$ cat src/hdl/eth_pkg.sv
`default_nettype none

package eth_pkg;

  // stream and address widths
  typedef logic [63:0] word_t;
  typedef logic [31:0] ip_addr_t;
  typedef logic [15:0] udp_port_t;

  // host register port
  typedef logic [3:0]  reg_addr_t;
  typedef logic [31:0] reg_data_t;
  typedef logic [15:0] count_t;

  // register map
  localparam reg_addr_t REG_CTRL       = 4'd0;
  localparam reg_addr_t REG_LOCAL_IP   = 4'd1;
  localparam reg_addr_t REG_LOCAL_PORT = 4'd2;
  localparam reg_addr_t REG_TX_FRAMES  = 4'd3;
  localparam reg_addr_t REG_RX_GOOD    = 4'd4;
  localparam reg_addr_t REG_RX_BAD     = 4'd5;

  typedef enum logic [1:0] {TX_IDLE, TX_HDR0, TX_HDR1, TX_DATA} tx_state_t;

  typedef enum logic [1:0] {RX_HDR0, RX_HDR1, RX_DATA, RX_DROP} rx_state_t;

  typedef enum logic [1:0] {RST_IDLE, RST_HOLD, RST_ACK} rst_state_t;

endpackage

`default_nettype wire

$ cat src/hdl/eth_cfg_if.sv
`timescale 1ns/1ps
`default_nettype none

interface eth_cfg_if;
  import eth_pkg::*;

  // configuration from the register block
  logic      enable;
  ip_addr_t  local_ip;
  udp_port_t local_port;

  // one-cycle frame events back to the counters
  logic      tx_frame_done;
  logic      rx_frame_good;
  logic      rx_frame_bad;

  modport regs (
    output enable, local_ip, local_port,
    input  tx_frame_done, rx_frame_good, rx_frame_bad
  );

  modport tx (
    input  enable, local_ip, local_port,
    output tx_frame_done
  );

  modport rx (
    input  enable, local_ip, local_port,
    output rx_frame_good, rx_frame_bad
  );

endinterface

`default_nettype wire

$ cat src/hdl/eth_regs.sv
`timescale 1ns/1ps
`default_nettype none

module eth_regs (
  input  logic               clk,
  input  logic               mac_resetRR,
  input  logic               reg_wr,
  input  logic               reg_rd,
  input  eth_pkg::reg_addr_t reg_addr,
  input  eth_pkg::reg_data_t reg_wdata,
  output eth_pkg::reg_data_t reg_rdata,
  output logic               reg_rvalid,
  eth_cfg_if.regs            cfg,
  output logic               soft_reset_req,
  input  logic               soft_reset_ack
);
  import eth_pkg::*;

  logic      enable_q;
  ip_addr_t  local_ip_q;
  udp_port_t local_port_q;
  count_t    tx_frames;
  count_t    rx_good;
  count_t    rx_bad;
  reg_data_t read_mux;

  assign cfg.enable     = enable_q;
  assign cfg.local_ip   = local_ip_q;
  assign cfg.local_port = local_port_q;

  // configuration and soft reset request
  always_ff @(posedge clk) begin
    if (mac_resetRR) begin
      enable_q       <= 1'b0;
      local_ip_q     <= '0;
      local_port_q   <= '0;
      soft_reset_req <= 1'b0;
    end else begin
      if (soft_reset_ack) begin
        soft_reset_req <= 1'b0;
      end
      if (reg_wr) begin
        case (reg_addr)
          REG_CTRL: begin
            enable_q <= reg_wdata[0];
            if (reg_wdata[1]) begin
              soft_reset_req <= 1'b1;
            end
          end
          REG_LOCAL_IP: begin
            local_ip_q <= reg_wdata;
          end
          REG_LOCAL_PORT: begin
            local_port_q <= reg_wdata[15:0];
          end
          default: begin
          end
        endcase
      end
    end
  end

  // frame counters, wrap at full scale
  always_ff @(posedge clk) begin
    if (mac_resetRR) begin
      tx_frames <= '0;
      rx_good   <= '0;
      rx_bad    <= '0;
    end else begin
      if (cfg.tx_frame_done) begin
        tx_frames <= tx_frames + 1'b1;
      end
      if (cfg.rx_frame_good) begin
        rx_good <= rx_good + 1'b1;
      end
      if (cfg.rx_frame_bad) begin
        rx_bad <= rx_bad + 1'b1;
      end
    end
  end

  always_comb begin
    case (reg_addr)
      REG_CTRL:       read_mux = {30'b0, soft_reset_req, enable_q};
      REG_LOCAL_IP:   read_mux = local_ip_q;
      REG_LOCAL_PORT: read_mux = {16'b0, local_port_q};
      REG_TX_FRAMES:  read_mux = {16'b0, tx_frames};
      REG_RX_GOOD:    read_mux = {16'b0, rx_good};
      REG_RX_BAD:     read_mux = {16'b0, rx_bad};
      default:        read_mux = '0;
    endcase
  end

  // read data one cycle after the strobe
  always_ff @(posedge clk) begin
    if (mac_resetRR) begin
      reg_rvalid <= 1'b0;
    end else begin
      reg_rvalid <= reg_rd;
    end
  end

  always_ff @(posedge clk) begin
    if (reg_rd) begin
      reg_rdata <= read_mux;
    end
  end

endmodule

`default_nettype wire

$ cat src/hdl/eth_tx_fifo.sv
`timescale 1ns/1ps
`default_nettype none

module eth_tx_fifo #(
  parameter int FIFO_DEPTH = 16
) (
  input  logic               clk,
  input  logic               app_rst,
  input  logic               push,
  input  eth_pkg::word_t     word,
  input  logic               eof,
  input  eth_pkg::ip_addr_t  dest_ip,
  input  eth_pkg::udp_port_t dest_port,
  input  logic               pop,
  output eth_pkg::word_t     head_word,
  output logic               head_eof,
  output eth_pkg::ip_addr_t  head_ip,
  output eth_pkg::udp_port_t head_port,
  output logic               empty,
  output logic               overflow
);
  import eth_pkg::*;

  // depth is a power of two, pointers carry one wrap bit
  localparam int AW = (FIFO_DEPTH > 1) ? $clog2(FIFO_DEPTH) : 1;

  word_t       word_mem [FIFO_DEPTH];
  logic        eof_mem  [FIFO_DEPTH];
  ip_addr_t    ip_mem   [FIFO_DEPTH];
  udp_port_t   port_mem [FIFO_DEPTH];
  logic [AW:0] wr_ptr;
  logic [AW:0] rd_ptr;
  logic        full;

  assign empty = (wr_ptr == rd_ptr);
  assign full  = (wr_ptr[AW] != rd_ptr[AW]) && (wr_ptr[AW-1:0] == rd_ptr[AW-1:0]);

  always_ff @(posedge clk) begin
    if (push && !full) begin
      word_mem[wr_ptr[AW-1:0]] <= word;
      eof_mem[wr_ptr[AW-1:0]]  <= eof;
      ip_mem[wr_ptr[AW-1:0]]   <= dest_ip;
      port_mem[wr_ptr[AW-1:0]] <= dest_port;
    end
  end

  always_ff @(posedge clk) begin
    if (app_rst) begin
      wr_ptr   <= '0;
      rd_ptr   <= '0;
      overflow <= 1'b0;
    end else begin
      if (push && !full) begin
        wr_ptr <= wr_ptr + 1'b1;
      end
      if (pop && !empty) begin
        rd_ptr <= rd_ptr + 1'b1;
      end
      // word dropped when full
      overflow <= push && full;
    end
  end

  assign head_word = word_mem[rd_ptr[AW-1:0]];
  assign head_eof  = eof_mem[rd_ptr[AW-1:0]];
  assign head_ip   = ip_mem[rd_ptr[AW-1:0]];
  assign head_port = port_mem[rd_ptr[AW-1:0]];

endmodule

`default_nettype wire

$ cat src/hdl/eth_tx_framer.sv
`timescale 1ns/1ps
`default_nettype none

module eth_tx_framer (
  input  logic               clk,
  input  logic               app_rst,
  eth_cfg_if.tx              cfg,
  input  logic               tx_valid,
  output logic               accept,
  input  eth_pkg::word_t     head_word,
  input  logic               head_eof,
  input  eth_pkg::ip_addr_t  head_ip,
  input  eth_pkg::udp_port_t head_port,
  input  logic               empty,
  output logic               pop,
  output logic               mac_tx_valid,
  output logic               mac_tx_last,
  output eth_pkg::word_t     mac_tx_data
);
  import eth_pkg::*;

  tx_state_t state;
  tx_state_t state_next;
  logic      take;

  // app words only enter the buffer while enabled
  assign accept = tx_valid && cfg.enable;

  assign take = (state == TX_DATA) && !empty;
  assign pop  = take;

  always_comb begin
    state_next = state;
    case (state)
      TX_IDLE: begin
        if (!empty) begin
          state_next = TX_HDR0;
        end
      end
      TX_HDR0: state_next = TX_HDR1;
      TX_HDR1: state_next = TX_DATA;
      TX_DATA: begin
        if (take && head_eof) begin
          state_next = TX_IDLE;
        end
      end
      default: state_next = TX_IDLE;
    endcase
  end

  always_ff @(posedge clk) begin
    if (app_rst) begin
      state <= TX_IDLE;
    end else begin
      state <= state_next;
    end
  end

  // headers come from the head entry, which stays put until TX_DATA
  always_comb begin
    mac_tx_valid = 1'b0;
    mac_tx_data  = head_word;
    case (state)
      TX_HDR0: begin
        mac_tx_valid = 1'b1;
        mac_tx_data  = {head_ip, cfg.local_ip};
      end
      TX_HDR1: begin
        mac_tx_valid = 1'b1;
        mac_tx_data  = {head_port, cfg.local_port, 32'b0};
      end
      TX_DATA: begin
        mac_tx_valid = take;
      end
      default: begin
      end
    endcase
  end

  assign mac_tx_last       = take && head_eof;
  assign cfg.tx_frame_done = mac_tx_last;

endmodule

`default_nettype wire

$ cat src/hdl/eth_rx_parser.sv
`timescale 1ns/1ps
`default_nettype none

module eth_rx_parser (
  input  logic               clk,
  input  logic               app_rst,
  eth_cfg_if.rx              cfg,
  input  logic               mac_rx_valid,
  input  logic               mac_rx_last,
  input  eth_pkg::word_t     mac_rx_data,
  input  logic               mac_rx_bad,
  output logic               rx_valid,
  output logic               rx_end_of_frame,
  output eth_pkg::word_t     rx_data,
  output eth_pkg::ip_addr_t  rx_source_ip,
  output eth_pkg::udp_port_t rx_source_port,
  output logic               rx_bad_frame
);
  import eth_pkg::*;

  rx_state_t state;
  logic      ip_ok;
  logic      hdr_ok;

  // decided on the second header word
  assign hdr_ok = ip_ok && (mac_rx_data[63:48] == cfg.local_port) && cfg.enable;

  always_ff @(posedge clk) begin
    if (app_rst) begin
      state             <= RX_HDR0;
      rx_valid          <= 1'b0;
      rx_end_of_frame   <= 1'b0;
      rx_bad_frame      <= 1'b0;
      cfg.rx_frame_good <= 1'b0;
      cfg.rx_frame_bad  <= 1'b0;
    end else begin
      rx_valid          <= 1'b0;
      rx_end_of_frame   <= 1'b0;
      rx_bad_frame      <= 1'b0;
      cfg.rx_frame_good <= 1'b0;
      cfg.rx_frame_bad  <= 1'b0;
      if (mac_rx_valid) begin
        case (state)
          RX_HDR0: begin
            // a one-word frame is too short
            if (!mac_rx_last) begin
              state <= RX_HDR1;
            end
          end
          RX_HDR1: begin
            if (mac_rx_last) begin
              state <= RX_HDR0;
            end else if (hdr_ok) begin
              state <= RX_DATA;
            end else begin
              state <= RX_DROP;
            end
          end
          RX_DATA: begin
            rx_valid          <= 1'b1;
            rx_end_of_frame   <= mac_rx_last;
            rx_bad_frame      <= mac_rx_last && mac_rx_bad;
            cfg.rx_frame_good <= mac_rx_last && !mac_rx_bad;
            cfg.rx_frame_bad  <= mac_rx_last && mac_rx_bad;
            if (mac_rx_last) begin
              state <= RX_HDR0;
            end
          end
          default: begin
            if (mac_rx_last) begin
              state <= RX_HDR0;
            end
          end
        endcase
      end
    end
  end

  // header fields and payload
  always_ff @(posedge clk) begin
    if (mac_rx_valid) begin
      case (state)
        RX_HDR0: begin
          rx_source_ip <= mac_rx_data[31:0];
          ip_ok        <= (mac_rx_data[63:32] == cfg.local_ip);
        end
        RX_HDR1: begin
          rx_source_port <= mac_rx_data[47:32];
        end
        RX_DATA: begin
          rx_data <= mac_rx_data;
        end
        default: begin
        end
      endcase
    end
  end

endmodule

`default_nettype wire

$ cat src/hdl/eth_soft_reset.sv
`timescale 1ns/1ps
`default_nettype none

module eth_soft_reset #(
  parameter int RESET_HOLD = 8
) (
  input  logic clk,
  input  logic mac_resetRR,
  input  logic soft_reset_req,
  output logic soft_reset_ack,
  output logic app_rst
);
  import eth_pkg::*;

  localparam int HOLD_W = (RESET_HOLD > 1) ? $clog2(RESET_HOLD) : 1;

  rst_state_t        state;
  logic [HOLD_W-1:0] hold_cnt;

  always_ff @(posedge clk) begin
    if (mac_resetRR) begin
      state    <= RST_IDLE;
      hold_cnt <= '0;
    end else begin
      case (state)
        RST_IDLE: begin
          hold_cnt <= '0;
          if (soft_reset_req) begin
            state <= RST_HOLD;
          end
        end
        RST_HOLD: begin
          if (hold_cnt == HOLD_W'(RESET_HOLD - 1)) begin
            state <= RST_ACK;
          end else begin
            hold_cnt <= hold_cnt + 1'b1;
          end
        end
        default: begin
          // register block drops the request after the ack
          if (!soft_reset_req) begin
            state <= RST_IDLE;
          end
        end
      endcase
    end
  end

  assign soft_reset_ack = (state == RST_ACK) && soft_reset_req;

  // data paths also follow the core reset
  assign app_rst = mac_resetRR || (state == RST_HOLD);

endmodule

`default_nettype wire

$ cat src/hdl/eth_led_stretch.sv
`timescale 1ns/1ps
`default_nettype none

module eth_led_stretch #(
  parameter int LED_WIDTH = 24
) (
  input  logic clk,
  input  logic mac_resetRR,
  input  logic phy_up,
  input  logic tx_event,
  input  logic rx_event,
  output logic led_up,
  output logic led_rx,
  output logic led_tx
);

  // index 0 tx, 1 rx, 2 link down
  logic [2:0]           trig;
  logic [LED_WIDTH-1:0] stretch [3];
  logic [2:0]           led_q;

  assign trig = {!phy_up, rx_event, tx_event};

  always_ff @(posedge clk) begin
    if (mac_resetRR) begin
      stretch[0] <= '0;
      stretch[1] <= '0;
      // link counts as down until phy_up has been stable
      stretch[2] <= '1;
      led_q      <= 3'b100;
    end else begin
      for (int i = 0; i < 3; i++) begin
        if (trig[i]) begin
          stretch[i] <= '1;
        end else if (stretch[i][LED_WIDTH-1]) begin
          stretch[i] <= stretch[i] - 1'b1;
        end
        led_q[i] <= stretch[i][LED_WIDTH-1];
      end
    end
  end

  assign led_tx = led_q[0];
  assign led_rx = led_q[1];
  assign led_up = !led_q[2];

endmodule

`default_nettype wire

$ cat src/hdl/eth_core_top.sv
`timescale 1ns/1ps
`default_nettype none

module eth_core_top #(
  parameter int FIFO_DEPTH = 16,
  parameter int RESET_HOLD = 8,
  parameter int LED_WIDTH  = 24
) (
  input  logic               clk,
  input  logic               mac_resetRR,
  // host
  input  logic               reg_wr,
  input  logic               reg_rd,
  input  eth_pkg::reg_addr_t reg_addr,
  input  eth_pkg::reg_data_t reg_wdata,
  output eth_pkg::reg_data_t reg_rdata,
  output logic               reg_rvalid,
  // application transmit
  input  logic               tx_valid,
  input  logic               tx_end_of_frame,
  input  eth_pkg::word_t     tx_data,
  input  eth_pkg::ip_addr_t  tx_dest_ip,
  input  eth_pkg::udp_port_t tx_dest_port,
  output logic               tx_overflow,
  // application receive
  output logic               rx_valid,
  output logic               rx_end_of_frame,
  output eth_pkg::word_t     rx_data,
  output eth_pkg::ip_addr_t  rx_source_ip,
  output eth_pkg::udp_port_t rx_source_port,
  output logic               rx_bad_frame,
  // mac side
  output logic               mac_tx_valid,
  output logic               mac_tx_last,
  output eth_pkg::word_t     mac_tx_data,
  input  logic               mac_rx_valid,
  input  logic               mac_rx_last,
  input  eth_pkg::word_t     mac_rx_data,
  input  logic               mac_rx_bad,
  // status
  input  logic               phy_up,
  output logic               led_up,
  output logic               led_rx,
  output logic               led_tx
);
  import eth_pkg::*;

  logic      app_rst;
  logic      soft_reset_req;
  logic      soft_reset_ack;
  logic      accept;
  logic      pop;
  logic      empty;
  word_t     head_word;
  logic      head_eof;
  ip_addr_t  head_ip;
  udp_port_t head_port;

  eth_cfg_if cfg ();

  eth_regs u_regs (
    .clk            (clk),
    .mac_resetRR    (mac_resetRR),
    .reg_wr         (reg_wr),
    .reg_rd         (reg_rd),
    .reg_addr       (reg_addr),
    .reg_wdata      (reg_wdata),
    .reg_rdata      (reg_rdata),
    .reg_rvalid     (reg_rvalid),
    .cfg            (cfg.regs),
    .soft_reset_req (soft_reset_req),
    .soft_reset_ack (soft_reset_ack)
  );

  eth_soft_reset #(
    .RESET_HOLD (RESET_HOLD)
  ) u_soft_reset (
    .clk            (clk),
    .mac_resetRR    (mac_resetRR),
    .soft_reset_req (soft_reset_req),
    .soft_reset_ack (soft_reset_ack),
    .app_rst        (app_rst)
  );

  eth_tx_fifo #(
    .FIFO_DEPTH (FIFO_DEPTH)
  ) u_tx_fifo (
    .clk       (clk),
    .app_rst   (app_rst),
    .push      (accept),
    .word      (tx_data),
    .eof       (tx_end_of_frame),
    .dest_ip   (tx_dest_ip),
    .dest_port (tx_dest_port),
    .pop       (pop),
    .head_word (head_word),
    .head_eof  (head_eof),
    .head_ip   (head_ip),
    .head_port (head_port),
    .empty     (empty),
    .overflow  (tx_overflow)
  );

  eth_tx_framer u_tx_framer (
    .clk          (clk),
    .app_rst      (app_rst),
    .cfg          (cfg.tx),
    .tx_valid     (tx_valid),
    .accept       (accept),
    .head_word    (head_word),
    .head_eof     (head_eof),
    .head_ip      (head_ip),
    .head_port    (head_port),
    .empty        (empty),
    .pop          (pop),
    .mac_tx_valid (mac_tx_valid),
    .mac_tx_last  (mac_tx_last),
    .mac_tx_data  (mac_tx_data)
  );

  eth_rx_parser u_rx_parser (
    .clk             (clk),
    .app_rst         (app_rst),
    .cfg             (cfg.rx),
    .mac_rx_valid    (mac_rx_valid),
    .mac_rx_last     (mac_rx_last),
    .mac_rx_data     (mac_rx_data),
    .mac_rx_bad      (mac_rx_bad),
    .rx_valid        (rx_valid),
    .rx_end_of_frame (rx_end_of_frame),
    .rx_data         (rx_data),
    .rx_source_ip    (rx_source_ip),
    .rx_source_port  (rx_source_port),
    .rx_bad_frame    (rx_bad_frame)
  );

  eth_led_stretch #(
    .LED_WIDTH (LED_WIDTH)
  ) u_led_stretch (
    .clk         (clk),
    .mac_resetRR (mac_resetRR),
    .phy_up      (phy_up),
    .tx_event    (mac_tx_last),
    .rx_event    (cfg.rx_frame_good),
    .led_up      (led_up),
    .led_rx      (led_rx),
    .led_tx      (led_tx)
  );

endmodule

`default_nettype wire

$ cat config.mk
export PLATFORM = sky130hd
export DESIGN_NAME = eth_core_top
export DESIGN_NICKNAME = d
export VERILOG_FILES = /design/src/hdl/eth_pkg.sv /design/src/hdl/eth_cfg_if.sv /design/src/hdl/eth_regs.sv /design/src/hdl/eth_tx_fifo.sv /design/src/hdl/eth_tx_framer.sv /design/src/hdl/eth_rx_parser.sv /design/src/hdl/eth_soft_reset.sv /design/src/hdl/eth_led_stretch.sv /design/src/hdl/eth_core_top.sv
export SDC_FILE = /design/constraint.sdc
export NUM_CORES = 2
export LEC_CHECK = 0
export ABC_AREA = 0
export BUFFER_PORTS_ARGS = -buffer_cell sky130_fd_sc_hd__buf_2
export CAP_MARGIN = 0
export CORE_MARGIN = 8
export CORE_UTILIZATION = 40
export CTS_CLUSTER_DIAMETER = 50
export CTS_CLUSTER_SIZE = 25
export DETAILED_ROUTE_END_ITERATION = 6
export HOLD_SLACK_MARGIN = 0.03
export PLACE_DENSITY = 0.61
export SLEW_MARGIN = 20
export SYNTH_ARGS = -nofsm -noshare
export SYNTH_HDL_FRONTEND = slang
export SYNTH_HIERARCHICAL = 1
export SYNTH_SLANG_ARGS = --single-unit
$ cat constraint.sdc
create_clock -name clk -period 10.4 [get_ports clk]
set_input_delay 1.56 -clock clk [delete_from_list [all_inputs] [get_ports clk]]
set_output_delay 1.56 -clock clk [all_outputs]
set_load 0.01 [all_outputs]
== Word level (Yosys, flattened, before mapping) ==
Memory sizes are Yosys's and may differ from the RTL's. A register that Yosys moved wholly into a read port is not among the register bits.
Cells that the tools add are included.
Cells by class
  add/sub/neg operators: 9
  multiplexer cells: 61
  equality and inequality tests: 25
  bitwise logic cells: 8
  reduce and logical (&&, ||, !) cells: 36
Operators with widths (count)
  32-bit one-hot mux with 6 select lines: 1
  24-bit 2-to-1 mux: 6
  64-bit one-hot mux with 2 select lines: 1
  24-bit by 1-bit subtractor with 24-bit output (second input constant): 3
  16-bit by 1-bit adder with 16-bit output (second input constant): 3
  32-bit == test: 1
  4-bit 2-to-1 mux: 8
  1-bit 2-to-1 mux: 31
  16-bit == test: 1
  2-bit 2-to-1 mux: 8
  2-bit AND reduction: 8
  1-bit logical AND: 12
  5-bit by 1-bit adder with 5-bit output (second input constant): 2
  2-bit inequality test (second input constant): 5
  2-bit == test (second input constant): 4
  4-bit by 2-bit == test with 1-bit output (second input constant): 2
  4-bit by 3-bit == test with 1-bit output (second input constant): 2
  2-bit one-hot mux with 2 select lines: 2
  2-bit one-hot mux with 4 select lines: 1
  2-bit by 1-bit == test with 1-bit output (second input constant): 3
  2-bit zero test: 3
  1-bit OR: 6
  3-bit one-hot mux with 2 select lines: 1
  3-bit AND reduction: 2
  18 further kinds: 23
Word-level totals
  bits of input ports: 222
  flip-flop bits (word level): 271
  output and inout port bits: 218
  memories kept: 5
  bits in writable memories: 1880
Memories
  u_tx_fifo.word_mem: depth 16, bits a word 64, rd ports 1, clocked after Yosys merged registers in 1, write ports 1, RTL line eth_tx_fifo.sv:27  | word_t word_mem [FIFO_DEPTH];
  u_tx_fifo.ip_mem: depth 16, bits a word 32, rd ports 1, clocked after Yosys merged registers in 1, write ports 1, RTL line eth_tx_fifo.sv:29  | ip_addr_t ip_mem [FIFO_DEPTH];
  u_tx_fifo.port_mem: depth 16, bits a word 16, rd ports 1, clocked after Yosys merged registers in 1, write ports 1, RTL line eth_tx_fifo.sv:30  | udp_port_t port_mem [FIFO_DEPTH];
  u_led_stretch.stretch: depth 3, bits a word 24, rd ports 3, clocked after Yosys merged registers in 0, write ports 3, RTL line eth_led_stretch.sv:19  | logic [LED_WIDTH-1:0] stretch [3];
  u_tx_fifo.eof_mem: depth 16, bits a word 1, rd ports 1, clocked after Yosys merged registers in 1, write ports 1, RTL line eth_tx_fifo.sv:28  | logic eof_mem [FIFO_DEPTH];

== Logic depth before layout (Yosys ltp) ==
  word-level depth: 9
  depth in mapped cells: 12
  depth with buffers taken out: 9

== Modules after synthesis ==
Netlist, hierarchy kept.
By module, submodules not included
  eth_tx_fifo: cells an instance 2611, times used 1, area an instance 68697.1 um^2
  eth_regs: cells an instance 587, times used 1, area an instance 5551.6 um^2
  eth_rx_parser: cells an instance 203, times used 1, area an instance 4161.5 um^2
  eth_led_stretch: cells an instance 353, times used 1, area an instance 3890.0 um^2
  eth_tx_framer: cells an instance 238, times used 1, area an instance 1291.2 um^2
  eth_soft_reset: cells an instance 29, times used 1, area an instance 276.5 um^2

== Least setup slack after synthesis ==
Ideal clock, no wire load.
  kind: input to register
  start point: input port tx_valid
  end point: memory u_tx_fifo.eof_mem[2], enable pin
  stages on the path: 4
  arrival time: 9760 ps
  path slack: -82 ps
  library setup time: 723 ps
  required time: 9677 ps
  cells stage by stage: and2_1 clkbuf_1 o211ai_1 nor3_1
On the way
  word-level cells in the longest chain between the ends: 4
Ends and longest elaborated chain
  start: declaration: RTL line eth_core_top.sv:19  | input logic tx_valid,
  1-bit logical AND: RTL line eth_tx_framer.sv:27  | assign accept = tx_valid && cfg.enable;
  1-bit logical AND: RTL line eth_tx_fifo.sv:39  | if (push && !full) begin
  1-bit 2-to-1 mux: RTL line eth_tx_fifo.sv:39
  1-bit 2-to-1 mux (not written as such): RTL line eth_tx_fifo.sv:41  | eof_mem[wr_ptr[AW-1:0]] <= eof;
  end: declaration: RTL line eth_tx_fifo.sv:28
No other way between the ends.

==> qor.txt <==
Period utilization = 64.5%
TritonRoute pass-1 iters = 5
Clock sink count = 2155
Max-cap violation count = 0
Relative slew slack = 23.6%
Largest family of logic cells by synthesized area = multiplexers
Crit path kind = reg -> out
Slew @ Worst Pin = 1.15 ns
Initial Util = 40.1%
Vias per cell = 5.60
TritonCTS clock tree = built
Post-synth top flop = edfxtp_1
P_leak = 29.7 nW
Skew final = 0.0677 ns
RePlAce Congestion = 0.819
RSZ-0062 raised after global routing = no
CTS resizes = 0
CTS Buf Count = 192
Worst endpoint required time = 8.84 ns
IO Pins = 440
Post-Synth Adder-Cell Area = 0.269%
Status = completed
Largest net degree at the start of global routing = 115
Worst hold-check path type = reg -> reg
Post-CTS setup buffer count = 0
Endpoint type of the worst setup path = output port
Post-route ant nets = 0
H-Tree Depth = 4
Final Util = 46.1%
Crit-path max FO = 56
Power Density = 186 nW/um^2
Cells after synthesis = 4021
Vias in the first global route = 42500
Hpwl dp = 130 mm
DR DRC count = 0
Tmin final = 6.71 ns
Core region area = 209000 sq um
Peak supply drop = 0.000179 V
Post-Synth Simple-Gate Area = 3.29%
GR Util All Layers = 19.7%
Share of synthesized registers carrying an async set or reset = 0%
Seq. cell area = 63400 sq um
Drt total wl = 226 mm
Syn Nets = 4261
Worst-path clk slew = 0.06 ns
EDFF count, synth = 2025
Initial antenna violation count = 67
Synth cell types = 78
# setup viols final = 0
Fin nets = 4763
First-pass GRT wire length = 318 mm
Drt wl/cell = 30.1 um
# hold bufs at CTS = 0
CTS Root Cell = clkbuf_16
Placement Rows = 168
#FFs+latches synth = 2155
Drt initial violations = 4218
Share of cells above drive strength 1 = 31.6%
Overall power = 17.9 mW
Area Growth Syn to Fin = 14.8%
DR vias = 42100
Die ar. = 225000 sq um
IO Port Bufs = 439
FILL cells = 17600
Placed Cells = 7134
Area of the multi-input gates = 19300 sq um
Compound-Gate Fraction of Synth Area = 1.91%
CP startpoint kind = flip-flop
Mux contribution to synthesized area = 15.8%
Final Hold Viols = 0
Chip width = 474 um
Slew Limit Fails = 0
Grt ovf = 0
Worst-Skew Late Latency = 0.86 ns
CP arrival = 5.15 ns
Synth Area per Inst = 20.9 sq um
Final Non-Filler Cells = 7513
Sum Neg Setup Slack = 0 ns
Die height = 474 um
Yosys warnings = 6
Synth Cell Area = 83900 sq um
Deepest clock path buffer count = 3
Max Fclk = 0.149 GHz
Post-synthesis sequential area ratio = 75.6%
Xor/xnor share of the synthesized area = 1.46%
## layer usage
layer | global-route usage (%) | vias up | share of wire, %
li1 | - | 17600 | -
met1 | 26.4 | 22600 | 41
met2 | 33.1 | 1535 | 49
met3 | 4.34 | 353 | 7.7
met4 | 4.36 | 24 | 2.3
met5 | 0 | - | 0.067
## where the power goes
part	leakage, nW	total [mW]	switching (mW)	internal (mW)
logic	7.07	0.792	0.577	0.214
registers	19.4	9.57	0.0490	9.52
clock network	3.30	7.58	3.65	3.93
## worst max-delay path: stages (launching register included)
cell and delay (ns):
dfxtp_4 0.88, buf_4 0.69, buf_4 0.80, mux4_2 0.41, mux4_2 0.46, a22oi_1 0.53
a21oi_1 0.25, buf_2 0.22
## state kept, by name (all words and copies together) (netlist names), 5 cells and up, named ones only
register,flops
u_regs/rx_good,16
u_tx_fifo/ip_mem,512
u_regs/reg_rdata,32
u_tx_fifo/rd_ptr,5
u_tx_fifo/eof_mem,16
u_led_stretch/stretch,72
u_regs/cfg.local_ip,32
u_rx_parser/rx_data,64
u_regs/rx_bad,16
u_tx_fifo/word_mem,1024
u_regs/tx_frames,16
u_tx_fifo/wr_ptr,5
u_rx_parser/rx_source_port,16
u_regs/cfg.local_port,16
u_tx_fifo/port_mem,256
u_rx_parser/rx_source_ip,32
## cell type report
class                      count  area share [%]
multi-input combinational   1600            20.0
inverter                      62           0.242
antenna                       16          0.0416
tap                         2805            3.65
timing repair buffer         512            3.01
sequential                  2155            65.9
clock inverter               155            1.99
clock buffer                 208            5.16
## logic make-up (layout without fill, tap and decap cells)
kind of cell,after synthesis,in the layout
flip-flops,2155,2155
multiplexers,614,614
AND/OR/NAND/NOR,559,559
AO/OA/AOI/OAI,269,269
buffers and inverters,266,937
XOR/XNOR,140,140
adder cells (fa/ha/maj),18,18
other,0,16
## metrics by stage
step	hold WS, ns	cell area, sq um	setup WS (ns)
after detailed placement	0.468	89300	4.45
after global routing	0.500	96200	3.48
after CTS	0.488	96200	3.54
final	0.488	96200	3.69
after floorplan	0.426	83900	2.19
after global placement	0.465	89300	4.44
## path summary, 6_finish.rpt
path                                                       startpoint                                          to  slack [ns]  cells after the start
worst max-delay path                                        flip-flop                             mac_tx_data[46]        3.69                      7
worst min-delay path            u_soft_reset/hold_cnt[2]$_SDFFE_PP0P_       u_soft_reset/hold_cnt[2]$_SDFFE_PP0P_        0.49                      2
worst max register to register                              flip-flop  u_led_stretch/stretch[1][17]$_SDFFCE_PP0P_        5.66                      7
worst min register to register  u_soft_reset/hold_cnt[2]$_SDFFE_PP0P_       u_soft_reset/hold_cnt[2]$_SDFFE_PP0P_        0.49                      2
## Yosys cell counts (all sizes together) (10+ instances only)
cell / count / share of area, %
nand4: 28 / 0.22
o21ai: 47 / 0.28
nor4: 36 / 0.28
edfxtp: 2025 / 73
a21oi: 139 / 0.84
and2: 21 / 0.16
ha: 18 / 0.27
clkbuf: 83 / 0.37
xor2: 55 / 0.57
or4: 10 / 0.10
mux2: 10 / 0.13
or3: 20 / 0.15
dfxtp: 130 / 3.1
xnor2: 85 / 0.89
nand2b: 13 / 0.11
nor2: 124 / 0.55
nor2b: 15 / 0.13
a22oi: 32 / 0.29
nand2: 203 / 0.91
mux2i: 37 / 0.44
nand3: 19 / 0.11
nor3: 36 / 0.21
buf: 121 / 1.0
mux4: 567 / 15
o221ai: 14 / 0.15
inv: 62 / 0.28
## layout by cell type (no fill, tap or decap), types with 14 or more instances in the layout
cell type   synthesis  final
inv_6               0     29
clkbuf_16           0    197
o21ai_1            30     30
mux4_2            566    566
o221ai_1           14     14
dfxtp_1           130    126
nor2_1            124    111
and2_1             18     18
buf_4               9     62
clkinv_8            0     24
o21ai_0            17     17
inv_1              62     62
nand3_1            19     19
edfxtp_1         2025   2025
a21oi_1           137    136
inv_8               0     35
nand4_1            27     27
nand2_1           203    203
mux2i_1            37     37
clkinvlp_4          0     17
ha_1               18     15
a22oi_1            32     32
xnor2_1            85     85
buf_2              58    438
diode_2             0     16
nor4_1             35     35
or3_1              20     19
nor3_1             36     32
xor2_1             55     55
(Power assumes the default switching activity.)
